$ cat src/hdl/RecoveryTypes.sv
package RecoveryTypes;

    // address sizing
    localparam int ADDR_WIDTH = 32;
    localparam int INSN_BYTE_WIDTH = 4;

    // active list sizing
    localparam int ACTIVE_LIST_ENTRY_NUM = 16;
    localparam int ACTIVE_LIST_INDEX_WIDTH = $clog2(ACTIVE_LIST_ENTRY_NUM);

    // trap cause code width
    localparam int RECOVERY_CAUSE_WIDTH = 4;

    typedef logic [ADDR_WIDTH-1:0] AddrPath;

    typedef logic [ACTIVE_LIST_INDEX_WIDTH-1:0] ActiveListIndexPath;

    typedef logic [RECOVERY_CAUSE_WIDTH-1:0] RecoveryCause;

    // recovery phase of the pipeline
    typedef enum logic [1:0] {
        PHASE_COMMIT    = 2'd0,
        PHASE_RECOVER_0 = 2'd1,
        PHASE_RECOVER_1 = 2'd2
    } PipelinePhase;

    // where fetch resumes after recovery
    typedef enum logic [2:0] {
        // faulting pc itself
        REFETCH_THIS_PC       = 3'd0,
        // faulting pc plus one instruction
        REFETCH_NEXT_PC       = 3'd1,
        // reported pc is already the target
        REFETCH_BRANCH_TARGET = 3'd2,
        // trap vector from the csr unit
        REFETCH_TRAP          = 3'd3,
        // saved exception pc from the csr unit
        REFETCH_RETURN        = 3'd4
    } RefetchType;

endpackage : RecoveryTypes

$ cat src/hdl/RecoveryManager.sv
`timescale 1ns/1ns

module RecoveryManager (
    input  logic                             clk,
    input  logic                             arstN,
    input  logic                             reqValid,
    input  logic                             reqFromRw,
    input  RecoveryTypes::AddrPath            reqPc,
    input  RecoveryTypes::RefetchType         reqRefetch,
    input  RecoveryTypes::RecoveryCause       reqCause,
    input  RecoveryTypes::AddrPath            reqFaultAddr,
    input  RecoveryTypes::ActiveListIndexPath reqHeadPtr,
    input  RecoveryTypes::ActiveListIndexPath reqTailPtr,
    input  RecoveryTypes::AddrPath            csrTargetPc,
    input  logic                             walkBusy,
    output RecoveryTypes::PipelinePhase       phase,
    output logic                             toRecoveryPhase,
    output logic                             toCommitPhase,
    output logic                             recoveryFromRw,
    output logic                             redirectValid,
    output RecoveryTypes::AddrPath            redirectPc,
    output logic                             flushUpper,
    output logic                             recoveryBusy,
    output logic                             triggerTrap,
    output logic                             triggerReturn,
    output RecoveryTypes::AddrPath            excptPc,
    output RecoveryTypes::RecoveryCause       excptCause,
    output RecoveryTypes::AddrPath            excptFaultAddr,
    output logic                             walkStart,
    output RecoveryTypes::ActiveListIndexPath walkHead,
    output RecoveryTypes::ActiveListIndexPath walkTail
);
    import RecoveryTypes::*;

    PipelinePhase phaseReg;
    PipelinePhase phaseNext;
    logic busyLastCycle;
    logic accept;
    logic inRecover0;
    logic inRecover1;

    // captured recovery request
    logic fromRwReg;
    RefetchType refetchReg;
    AddrPath pcReg;
    RecoveryCause causeReg;
    AddrPath faultAddrReg;
    ActiveListIndexPath headReg;
    ActiveListIndexPath tailReg;

    AddrPath targetPc;

    assign inRecover0 = (phaseReg == PHASE_RECOVER_0);
    assign inRecover1 = (phaseReg == PHASE_RECOVER_1);

    // a request latched while busy was still high is dropped
    assign accept = reqValid && (phaseReg == PHASE_COMMIT) && !busyLastCycle;

    assign toCommitPhase = inRecover1 && !walkBusy;

    always_comb begin
        phaseNext = phaseReg;
        case (phaseReg)
            PHASE_COMMIT: begin
                if (accept) begin
                    phaseNext = PHASE_RECOVER_0;
                end
            end
            PHASE_RECOVER_0: begin
                phaseNext = PHASE_RECOVER_1;
            end
            PHASE_RECOVER_1: begin
                // wait for the rename rollback
                if (toCommitPhase) begin
                    phaseNext = PHASE_COMMIT;
                end
            end
            default: begin
                phaseNext = PHASE_COMMIT;
            end
        endcase
    end

    always_ff @(posedge clk or negedge arstN) begin
        if (!arstN) begin
            phaseReg <= PHASE_COMMIT;
            busyLastCycle <= 1'b0;
            fromRwReg <= 1'b0;
        end else begin
            phaseReg <= phaseNext;
            busyLastCycle <= recoveryBusy;
            if (accept) begin
                fromRwReg <= reqFromRw;
            end
        end
    end

    always_ff @(posedge clk) begin
        if (accept) begin
            refetchReg <= reqRefetch;
            pcReg <= reqPc;
            causeReg <= reqCause;
            faultAddrReg <= reqFaultAddr;
            headReg <= reqHeadPtr;
            tailReg <= reqTailPtr;
        end
    end

    // refetch target
    always_comb begin
        case (refetchReg)
            REFETCH_NEXT_PC: targetPc = pcReg + AddrPath'(INSN_BYTE_WIDTH);
            REFETCH_TRAP: targetPc = csrTargetPc;
            REFETCH_RETURN: targetPc = csrTargetPc;
            default: targetPc = pcReg;
        endcase
    end

    assign phase = phaseReg;
    assign recoveryFromRw = fromRwReg;
    assign recoveryBusy = accept || (phaseReg != PHASE_COMMIT);

    // one-cycle broadcast in RECOVER_0
    assign toRecoveryPhase = inRecover0;
    assign flushUpper = inRecover0;
    assign redirectValid = inRecover0;
    assign redirectPc = inRecover0 ? targetPc : '0;

    // csr requests
    assign triggerTrap = inRecover0 && (refetchReg == REFETCH_TRAP);
    assign triggerReturn = inRecover0 && (refetchReg == REFETCH_RETURN);
    assign excptPc = pcReg;
    assign excptCause = causeReg;
    assign excptFaultAddr = faultAddrReg;

    // walker loads at the edge into RECOVER_1
    assign walkStart = inRecover0;
    assign walkHead = headReg;
    assign walkTail = tailReg;

endmodule : RecoveryManager

$ cat src/hdl/RecoveryRequestLatch.sv
`timescale 1ns/1ns

module RecoveryRequestLatch (
    input  logic                             clk,
    input  logic                             arstN,
    input  logic                             commitValid,
    input  RecoveryTypes::AddrPath            commitPc,
    input  RecoveryTypes::RefetchType         commitRefetch,
    input  RecoveryTypes::RecoveryCause       commitCause,
    input  RecoveryTypes::AddrPath            commitFaultAddr,
    input  logic                             rwValid,
    input  RecoveryTypes::AddrPath            rwPc,
    input  RecoveryTypes::RefetchType         rwRefetch,
    input  RecoveryTypes::ActiveListIndexPath exceptionOpPtr,
    input  RecoveryTypes::ActiveListIndexPath activeListTailPtr,
    output logic                             reqValid,
    output logic                             reqFromRw,
    output RecoveryTypes::AddrPath            reqPc,
    output RecoveryTypes::RefetchType         reqRefetch,
    output RecoveryTypes::RecoveryCause       reqCause,
    output RecoveryTypes::AddrPath            reqFaultAddr,
    output RecoveryTypes::ActiveListIndexPath reqHeadPtr,
    output RecoveryTypes::ActiveListIndexPath reqTailPtr
);
    import RecoveryTypes::*;

    RefetchType selRefetch;
    ActiveListIndexPath headPtr;

    // commit stage is older, so its report wins
    assign selRefetch = commitValid ? commitRefetch : rwRefetch;

    // flush starts at the faulting op only when it is refetched or trapped
    assign headPtr = (selRefetch inside {REFETCH_THIS_PC, REFETCH_TRAP}) ?
        exceptionOpPtr : exceptionOpPtr + 1'b1;

    always_ff @(posedge clk or negedge arstN) begin
        if (!arstN) begin
            reqValid <= 1'b0;
            reqFromRw <= 1'b0;
        end else begin
            reqValid <= commitValid || rwValid;
            reqFromRw <= rwValid && !commitValid;
        end
    end

    // request payload
    always_ff @(posedge clk) begin
        reqPc <= commitValid ? commitPc : rwPc;
        reqRefetch <= selRefetch;
        // only the commit stage reports traps
        reqCause <= commitCause;
        reqFaultAddr <= commitFaultAddr;
        reqHeadPtr <= headPtr;
        reqTailPtr <= activeListTailPtr;
    end

endmodule : RecoveryRequestLatch

$ cat src/hdl/RecoveryTop.sv
`timescale 1ns/1ns

module RecoveryTop (
    input  logic                             clk,
    input  logic                             arstN,
    input  logic                             commitValid,
    input  RecoveryTypes::AddrPath            commitPc,
    input  RecoveryTypes::RefetchType         commitRefetch,
    input  RecoveryTypes::RecoveryCause       commitCause,
    input  RecoveryTypes::AddrPath            commitFaultAddr,
    input  logic                             rwValid,
    input  RecoveryTypes::AddrPath            rwPc,
    input  RecoveryTypes::RefetchType         rwRefetch,
    input  RecoveryTypes::ActiveListIndexPath exceptionOpPtr,
    input  RecoveryTypes::ActiveListIndexPath activeListTailPtr,
    input  logic                             trapVectorWe,
    input  RecoveryTypes::AddrPath            trapVectorData,
    output RecoveryTypes::PipelinePhase       phase,
    output logic                             toRecoveryPhase,
    output logic                             toCommitPhase,
    output logic                             recoveryFromRw,
    output logic                             redirectValid,
    output RecoveryTypes::AddrPath            redirectPc,
    output logic                             flushUpper,
    output logic                             recoveryBusy,
    output logic                             rollbackValid,
    output RecoveryTypes::ActiveListIndexPath rollbackPtr,
    output RecoveryTypes::AddrPath            savedEpc,
    output RecoveryTypes::RecoveryCause       savedCause,
    output RecoveryTypes::AddrPath            savedFaultAddr
);
    import RecoveryTypes::*;

    // latch to manager
    logic reqValid;
    logic reqFromRw;
    AddrPath reqPc;
    RefetchType reqRefetch;
    RecoveryCause reqCause;
    AddrPath reqFaultAddr;
    ActiveListIndexPath reqHeadPtr;
    ActiveListIndexPath reqTailPtr;

    // manager to csr unit
    logic triggerTrap;
    logic triggerReturn;
    AddrPath excptPc;
    RecoveryCause excptCause;
    AddrPath excptFaultAddr;
    AddrPath csrTargetPc;

    // manager to walker
    logic walkStart;
    ActiveListIndexPath walkHead;
    ActiveListIndexPath walkTail;
    logic walkBusy;

    RecoveryRequestLatch i_RecoveryRequestLatch (
        .clk(clk),
        .arstN(arstN),
        .commitValid(commitValid),
        .commitPc(commitPc),
        .commitRefetch(commitRefetch),
        .commitCause(commitCause),
        .commitFaultAddr(commitFaultAddr),
        .rwValid(rwValid),
        .rwPc(rwPc),
        .rwRefetch(rwRefetch),
        .exceptionOpPtr(exceptionOpPtr),
        .activeListTailPtr(activeListTailPtr),
        .reqValid(reqValid),
        .reqFromRw(reqFromRw),
        .reqPc(reqPc),
        .reqRefetch(reqRefetch),
        .reqCause(reqCause),
        .reqFaultAddr(reqFaultAddr),
        .reqHeadPtr(reqHeadPtr),
        .reqTailPtr(reqTailPtr)
    );

    RecoveryManager i_RecoveryManager (
        .clk(clk),
        .arstN(arstN),
        .reqValid(reqValid),
        .reqFromRw(reqFromRw),
        .reqPc(reqPc),
        .reqRefetch(reqRefetch),
        .reqCause(reqCause),
        .reqFaultAddr(reqFaultAddr),
        .reqHeadPtr(reqHeadPtr),
        .reqTailPtr(reqTailPtr),
        .csrTargetPc(csrTargetPc),
        .walkBusy(walkBusy),
        .phase(phase),
        .toRecoveryPhase(toRecoveryPhase),
        .toCommitPhase(toCommitPhase),
        .recoveryFromRw(recoveryFromRw),
        .redirectValid(redirectValid),
        .redirectPc(redirectPc),
        .flushUpper(flushUpper),
        .recoveryBusy(recoveryBusy),
        .triggerTrap(triggerTrap),
        .triggerReturn(triggerReturn),
        .excptPc(excptPc),
        .excptCause(excptCause),
        .excptFaultAddr(excptFaultAddr),
        .walkStart(walkStart),
        .walkHead(walkHead),
        .walkTail(walkTail)
    );

    TrapCsrUnit i_TrapCsrUnit (
        .clk(clk),
        .arstN(arstN),
        .trapVectorWe(trapVectorWe),
        .trapVectorData(trapVectorData),
        .triggerTrap(triggerTrap),
        .triggerReturn(triggerReturn),
        .excptPc(excptPc),
        .excptCause(excptCause),
        .excptFaultAddr(excptFaultAddr),
        .csrTargetPc(csrTargetPc),
        .savedEpc(savedEpc),
        .savedCause(savedCause),
        .savedFaultAddr(savedFaultAddr)
    );

    RenameRollbackWalker i_RenameRollbackWalker (
        .clk(clk),
        .arstN(arstN),
        .walkStart(walkStart),
        .walkHead(walkHead),
        .walkTail(walkTail),
        .walkBusy(walkBusy),
        .rollbackValid(rollbackValid),
        .rollbackPtr(rollbackPtr)
    );

endmodule : RecoveryTop

$ cat src/hdl/RenameRollbackWalker.sv
`timescale 1ns/1ns

module RenameRollbackWalker (
    input  logic                             clk,
    input  logic                             arstN,
    input  logic                             walkStart,
    input  RecoveryTypes::ActiveListIndexPath walkHead,
    input  RecoveryTypes::ActiveListIndexPath walkTail,
    output logic                             walkBusy,
    output logic                             rollbackValid,
    output RecoveryTypes::ActiveListIndexPath rollbackPtr
);
    import RecoveryTypes::*;

    // entries still to restore
    ActiveListIndexPath remaining;

    always_ff @(posedge clk or negedge arstN) begin
        if (!arstN) begin
            remaining <= '0;
        end else if (walkStart) begin
            // range length wraps with the index width
            remaining <= walkTail - walkHead;
        end else if (remaining != '0) begin
            remaining <= remaining - 1'b1;
        end
    end

    always_ff @(posedge clk) begin
        if (walkStart) begin
            rollbackPtr <= walkHead;
        end else if (remaining != '0) begin
            rollbackPtr <= rollbackPtr + 1'b1;
        end
    end

    // an empty range is done right after loading
    assign walkBusy = (remaining != '0);
    assign rollbackValid = walkBusy;

endmodule : RenameRollbackWalker

$ cat src/hdl/TrapCsrUnit.sv
`timescale 1ns/1ns

module TrapCsrUnit (
    input  logic                       clk,
    input  logic                       arstN,
    input  logic                       trapVectorWe,
    input  RecoveryTypes::AddrPath      trapVectorData,
    input  logic                       triggerTrap,
    input  logic                       triggerReturn,
    input  RecoveryTypes::AddrPath      excptPc,
    input  RecoveryTypes::RecoveryCause excptCause,
    input  RecoveryTypes::AddrPath      excptFaultAddr,
    output RecoveryTypes::AddrPath      csrTargetPc,
    output RecoveryTypes::AddrPath      savedEpc,
    output RecoveryTypes::RecoveryCause savedCause,
    output RecoveryTypes::AddrPath      savedFaultAddr
);
    import RecoveryTypes::*;

    AddrPath trapVector;

    // trap vector, only written from outside
    always_ff @(posedge clk or negedge arstN) begin
        if (!arstN) begin
            trapVector <= '0;
        end else if (trapVectorWe) begin
            trapVector <= trapVectorData;
        end
    end

    // exception state recorded on trap entry
    always_ff @(posedge clk or negedge arstN) begin
        if (!arstN) begin
            savedEpc <= '0;
            savedCause <= '0;
            savedFaultAddr <= '0;
        end else if (triggerTrap) begin
            savedEpc <= excptPc;
            savedCause <= excptCause;
            savedFaultAddr <= excptFaultAddr;
        end
    end

    // return goes back to the saved pc, everything else to the vector
    assign csrTargetPc = triggerReturn ? savedEpc : trapVector;

endmodule : TrapCsrUnit

$ cat config.mk
export PLATFORM = sky130hd
export DESIGN_NAME = RecoveryTop
export DESIGN_NICKNAME = d
export VERILOG_FILES = /design/src/hdl/RecoveryTypes.sv /design/src/hdl/RecoveryManager.sv /design/src/hdl/RecoveryRequestLatch.sv /design/src/hdl/RecoveryTop.sv /design/src/hdl/RenameRollbackWalker.sv /design/src/hdl/TrapCsrUnit.sv
export SDC_FILE = /design/constraint.sdc
export NUM_CORES = 1
export LEC_CHECK = 0
export BUFFER_PORTS_ARGS = -buffer_cell sky130_fd_sc_hd__buf_2
export CAP_MARGIN = 25
export CORE_ASPECT_RATIO = 0.75
export CORE_MARGIN = 5
export CORE_UTILIZATION = 40
export CTS_CLUSTER_SIZE = 12
export DETAILED_ROUTE_END_ITERATION = 8
export GPL_TIMING_DRIVEN = 0
export PLACE_DENSITY = 0.59
export SLEW_MARGIN = 0
export SYNTH_ARGS = -nofsm -noshare
export SYNTH_HDL_FRONTEND = slang
export SYNTH_SLANG_ARGS = --single-unit
$ cat constraint.sdc
create_clock -name clk -period 13 [get_ports clk]
set_input_delay 1.3 -clock clk [delete_from_list [all_inputs] [get_ports clk]]
set_output_delay 1.3 -clock clk [all_outputs]
set_load 0.01 [all_outputs]
==> flow_summary.json, run 1 <==
{
  "clock.fmax_mhz": 235,
  "yosysWarningCount": 0,
  "start_util_pct": 40.7,
  "startpoint_type": "flip-flop",
  "grt_overflow": 0,
  "synth-simple-area-share_pct": 7.89,
  "cap_violations": 0,
  "synth_edf_count": 83,
  "rsz0062_at_grt": "no",
  "yosys_most_used_dff": "dfrtp_1",
  "ys_seq_area_share_pct": 64.7,
  "period_share_pct": 32.7,
  "hp-class": "flip-flop to flip-flop",
  "drive_gt1_share_pct": 44.6,
  "rows": 51,
  "grt_antenna_before_repair": 6,
  "dieHeight_um": 151,
  "cts_tree": "done",
  "clk_path_buf_depth": 3,
  "dr_total_vias": 7357,
  "path_clk_slew_ns": 0.06,
  "wl_met3_mm": 2.73,
  "timing.critical_path.required_ns": 11.70,
  "worst_pin_slew_ns": 0.862,
  "p_leak_nw": 5.91,
  "drc": 0,
  "final_common_cell": "buf_2",
  "grt_pass1_vias": 7374,
  "post_cts_resize_count": 0,
  "ys_top_cells_by_area": "dfrtp_1 (26%), edfxtp_1 (24%), dfxtp_1 (15%)",
  "dr.pass1.iters": 5,
  "synthAdderAreaFrac_pct": 1.14,
  "fin_nets": 1220,
  "mostFrequentLayoutCells": "buf_2 (275), mux2_2 (140), dfrtp_1 (110), edfxtp_1 (83), dfxtp_1 (79)",
  "yosysUniqueCellTypes": 60,
  "coreArea_um2": 26000,
  "cts_htree_levels": 1,
  "cts_root_buf": "clkbuf_16",
  "clock-sinks": 272,
  "ir_worst_vdd_v": 0.000125,
  "final_cell_count_no_fill": 1426,
  "viasPerCell": 5.16,
  "final_max_slew_viol_count": 0,
  "fp.dieW_um": 198,
  "drt-total-wl_mm": 29.7,
  "numCtsBuffers": 28,
  "grt_usage_pct": 19.5,
  "synth-async-reset-ratio_pct": 40.4,
  "post-route-min-period_ns": 4.25,
  "grt_pass1_wl_mm": 44.1,
  "grt_max_degree": 73,
  "finalHoldViolCount": 0,
  "finalSetupViolations": 0,
  "post-dp-hpwl_mm": 22.4,
  "synth_area_per_cell_um2": 13.9,
  "tns_ns": 0,
  "syn_area_um2": 10600,
  "status": "complete, no violations",
  "insertion_delay_ns": 0.54,
  "yosysTopAreaCell": "dfrtp_1",
  "drt-initial-drc-count": 537,
  "antenna_cells": 0,
  "critPathCaptureType": "output pin",
  "power.density_nw_per_um2": 203,
  "synth_top_area_share_pct": 26.1,
  "skew_ns": 0.0211,
  "synth_top_family_by_area": "multiplexers",
  "setup_slack_ns": 8.75,
  "wl_met2_mm": 13.1,
  "synth_compound_gate_area_share_pct": 7.20,
  "synth_xor_area_share_pct": 1.16,
  "dpl.cell_count": 1374,
  "io_buffers": 261,
  "path_class": "flip-flop to output pin",
  "die_area_um2": 29800,
  "max-slew-margin-rel_pct": 42.2,
  "routed.top_layer": "met5",
  "syn_nets": 920,
  "synth-seq-cells": 272,
  "place.gp.congestion": 0.911,
  "ant_nets": 0,
  "wl_met1_mm": 13.1,
  "netlist_instances": 760,
  "cp.arrival_ns": 2.95,
  "wl_per_cell_um": 20.8,
  "cts_hold_buf": 0,
  "area_growth_pct": 26.1,
  "post_cts_buffers": 0,
  "critPathMaxFanout": 12,
  "pre_cts_slack_ns": 9.33,
  "top_level_ports": 264,
  "synth.mux.area_fraction_pct": 15.5
}
==> Yosys cell counts, types with 15 or more instances <==
cell	n
mux2_2	140
dfxtp_1	79
a21oi_1	26
nor2_1	24
buf_2	15
dfrtp_1	110
o21ai_0	19
edfxtp_1	83
nand2_1	37
nand3_1	16
==> report_power, final <==
part | switching (mW) | total [mW] | internal (mW)
clock network | 0.310 | 0.779 | 0.469
logic | 0.398 | 0.697 | 0.299
registers | 0.129 | 1.22 | 1.09
==> cell type report <==
| type | instances | area, µm² |
|---|---|---|
| buffer | 40 | 206 |
| clock inverter | 5 | 73.8 |
| clock buffer | 47 | 825 |
| timing repair buffer | 270 | 1430 |
| sequential | 272 | 6830 |
| multi-input combinational | 434 | 3480 |
| inverter | 14 | 52.6 |
| fill | 2275 | 12700 |
| tap | 344 | 430 |
==> cells by family after synthesis <==
logic type / after synthesis
AO/OA/AOI/OAI: 111
XOR/XNOR: 14
adder cells (fa/ha/maj): 9
buffers and inverters: 54
flip-flops: 272
multiplexers: 146
AND/OR/NAND/NOR: 154
==> worst max-delay path: stages (launching register included) <==
cell and delay [ns]:
dfrtp_1 0.51, nand2b_1 0.21, buf_2 0.18, inv_1 0.22, clkbuf_1 0.67, o31ai_1 0.19
a21oi_1 0.24, buf_2 0.18
==> registers in the layout (all words and copies together) (netlist names), 4 cells and up <==
register,flops
i_RecoveryManager.excptFaultAddr,32
i_RecoveryManager.excptPc,32
i_RecoveryRequestLatch.reqFaultAddr,32
i_RecoveryRequestLatch.reqPc,32
i_TrapCsrUnit.savedEpc,32
i_TrapCsrUnit.savedFaultAddr,32
i_TrapCsrUnit.trapVector,32
i_RecoveryManager.excptCause,4
i_RecoveryManager.walkHead,4
i_RecoveryManager.walkTail,4
i_RecoveryRequestLatch.reqCause,4
i_RecoveryRequestLatch.reqHeadPtr,4
i_RecoveryRequestLatch.reqTailPtr,4
i_RenameRollbackWalker.remaining,4
i_RenameRollbackWalker.rollbackPtr,4
i_TrapCsrUnit.savedCause,4
==> through the flow <==
step	power, mW	hold WS [ns]	area [µm²]	utilization, %
after global routing	2.84	0.401	13300	51.3
after CTS	2.73	0.388	13300	51.3
after detailed placement	1.94	0.389	12400	47.8
after floorplan	1.61	0.386	10600	-
final	2.70	0.384	13300	51.3
after global placement	1.93	0.386	12300	47.3
==> final timing paths <==
kind / start / end / slack [ns] / cells after the start
worst max-delay path: i_RecoveryManager.phase[1]$_DFFE_PN0P_ / redirectPc[21] / 8.75 / 7
worst min-delay path: i_RecoveryRequestLatch.reqCause[0]$_DFF_P_ / i_RecoveryManager.excptCause[0]$_DFFE_PP_ / 0.38 / 0
worst max register to register: i_RecoveryManager.phase[1]$_DFFE_PN0P_ / i_RenameRollbackWalker.rollbackPtr[3]$_DFFE_PP_ / 10.53 / 5
worst min register to register: i_RecoveryRequestLatch.reqCause[0]$_DFF_P_ / i_RecoveryManager.excptCause[0]$_DFFE_PP_ / 0.38 / 0
max in group asynchronous: arstN / i_TrapCsrUnit.trapVector[1]$_DFFE_PN0P_ / 11.61 / 2
min in group asynchronous: arstN / i_TrapCsrUnit.savedFaultAddr[5]$_DFFE_PN0P_ / 0.66 / 1
==> per-layer routing <==
metal,GRT usage [%],vias up
li1,-,3422
met1,28.2,3569
met2,28.6,303
met3,6.00,51
met4,5.26,12
met5,0,-
(Power assumes the default switching activity.)
==> inputs of run 2 (changes only) <==
==> constraint.sdc (replaced) <==
create_clock -name clk -period 4.2 [get_ports clk]
set_input_delay 0.42 -clock clk [delete_from_list [all_inputs] [get_ports clk]]
set_output_delay 0.42 -clock clk [all_outputs]
set_load 0.01 [all_outputs]
==> flow_summary.json, run 2 (synthesis gave the netlist of run 1 again) <==
{
  "status": "complete, no violations",
  "dr_total_vias": 7435,
  "top_usage_layer": "met1",
  "wl_per_cell_um": 20.9,
  "final_cell_count_no_fill": 1464,
  "p_int_mw": 5.78,
  "timing.rr.start": "i_RecoveryManager.phase[1]$_DFFE_PN0P_",
  "drt-total-wl_mm": 30.5,
  "place.gp.congestion": 0.901,
  "cts_tree": "done",
  "hold_ws_ns": 0.0777,
  "max-slew-margin-rel_pct": 43.1,
  "clock-sinks": 272,
  "p_leak_nw": 6.08,
  "crit_start": "i_RecoveryManager.excptPc[2]$_DFFE_PP_",
  "final_common_cell": "buf_2",
  "power_switching_mw": 2.65,
  "cts_hold_buf": 41,
  "numCtsBuffers": 28,
  "p_comb_share_pct": 26.7,
  "dr.pass1.iters": 5,
  "cap_violations": 0,
  "grt_use_met2_pct": 29.1,
  "coreArea_um2": 26000,
  "r2r_cells": 5,
  "viasPerCell": 5.08,
  "ir_worst_vdd_v": 0.000361,
  "fp.dieW_um": 198,
  "insertion_delay_ns": 0.55,
  "cp-endpoint": "redirectPc[28]",
  "startpoint_type": "flip-flop",
  "fin_nets": 1258,
  "grt_pass1_wl_mm": 45.3,
  "place_area_um2": 12500,
  "io_buffers": 261,
  "period_share_pct": 78.8,
  "reg2reg_to": "i_RenameRollbackWalker.rollbackPtr[2]$_DFFE_PP_",
  "grt_use_met3_pct": 4.88,
  "drt-initial-drc-count": 587,
  "grt_util_met1_pct": 30.4,
  "die_area_um2": 29800,
  "drive_gt1_share_pct": 42.9,
  "critPathCaptureType": "output pin",
  "cts_root_buf": "clkbuf_16",
  "grt_max_degree": 66,
  "top_level_ports": 264,
  "dieHeight_um": 151,
  "finalHoldViolCount": 0,
  "skew_ns": 0.0149,
  "worst_pin_slew_ns": 0.851,
  "grt_pass1_vias": 7421,
  "clock.fmax_mhz": 302,
  "post-route-min-period_ns": 3.31,
  "p_sw_share_pct": 31.4,
  "clk_path_buf_depth": 3,
  "path_class": "flip-flop to output pin",
  "final_area_um2": 13800,
  "rows": 51,
  "start_util_pct": 40.7,
  "cp.arrival_ns": 2.89,
  "power.density_nw_per_um2": 613,
  "final_max_slew_viol_count": 0,
  "mostFrequentLayoutCells": "buf_2 (275), mux2_2 (140), dfrtp_1 (110), edfxtp_1 (83), dfxtp_1 (79)",
  "finalSetupViolations": 0,
  "ant_nets": 0,
  "grt_usage_pct": 20.1,
  "cts_htree_levels": 1,
  "post_cts_resize_count": 0,
  "regToRegSetupSlack_ns": 1.75,
  "area_growth_pct": 30.4,
  "path_clk_slew_ns": 0.06,
  "clockPowerShare_pct": 28.5,
  "dpl.cell_count": 1371,
  "hp-class": "primary input to flip-flop",
  "grt_overflow": 0,
  "drc": 0,
  "grt_antenna_before_repair": 5,
  "post_cts_buffers": 0,
  "critPathMaxFanout": 7,
  "timing.critical_path.required_ns": 3.78,
  "post-dp-hpwl_mm": 22.5,
  "seqPwrFrac_pct": 44.8,
  "rsz0062_at_grt": "no"
}
-- run 2: routing by layer --
metal | wire length, µm | part of all wire, % | vias up
li1 | - | - | 3499
met1 | 13800 | 45 | 3531
met2 | 13000 | 43 | 342
met3 | 2830 | 9.3 | 55
met4 | 764 | 2.5 | 8
met5 | 55 | 0.18 | -
-- run 2: through the flow --
stage          power [mW]  setup TNS (ns)  utilization [%]  setup WS, ns
6_report             8.44               0             53.0         0.890
5_1_grt              8.88               0             53.0         0.798
3_5_place_dp         6.06               0             48.0          1.54
3_3_place_gp         5.91         -0.0396             47.4       -0.0396
2_1_floorplan        4.96               0                -          1.19
4_1_cts              8.51               0             53.0         0.955
-- run 2: worst min path at each step --
| stage | start | end | slack [ns] | cells past startpoint |
|---|---|---|---|---|
| 2_1_floorplan | arstN | i_RecoveryManager.busyLastCycle$_DFF_PN0_ | 0.12 | 0 |
| 3_3_place_gp | i_RecoveryRequestLatch.reqFaultAddr[3]$_DFF_P_ | i_RecoveryManager.excptFaultAddr[3]$_DFFE_PP_ | 0.39 | 0 |
| 3_5_place_dp | arstN | i_TrapCsrUnit.savedFaultAddr[8]$_DFFE_PN0P_ | 0.38 | 1 |
| 4_1_cts | exceptionOpPtr[3] | i_RecoveryRequestLatch.reqHeadPtr[3]$_DFF_P_ | 0.06 | 2 |
| 5_1_grt | exceptionOpPtr[3] | i_RecoveryRequestLatch.reqHeadPtr[3]$_DFF_P_ | 0.07 | 2 |
| 6_report | exceptionOpPtr[3] | i_RecoveryRequestLatch.reqHeadPtr[3]$_DFF_P_ | 0.08 | 2 |
-- run 2: area by class of cell --
cell class / count / area [µm²]
Timing Repair Buffer: 308 / 1890
Inverter: 14 / 52.6
Fill cell: 2300 / 12200
Antenna cell: 1 / 2.50
Buffer: 40 / 206
Clock inverter: 6 / 91.3
Sequential cell: 272 / 6830
Clock buffer: 45 / 786
Multi-Input combinational cell: 434 / 3480
Tap cell: 344 / 430
-- run 2: power by group through the flow --
| stage | registers [mW] | clock network [mW] | logic (mW) |
|---|---|---|---|
| floorplan | 3.86 | 0 | 1.09 |
| global placement | 3.83 | 0 | 2.08 |
| detailed placement | 3.82 | 0 | 2.24 |
| CTS | 3.78 | 2.46 | 2.28 |
| global route | 3.85 | 2.58 | 2.45 |
| finish | 3.78 | 2.40 | 2.25 |
-- run 2: critical path: stages, from the launching register on --
cell,delay [ns]
edfxtp_1,0.49
ha_1,0.26
nand3_1,0.16
nor3_1,0.56
nand4_1,0.23
or3_1,0.36
nand3_1,0.13
buf_2,0.15
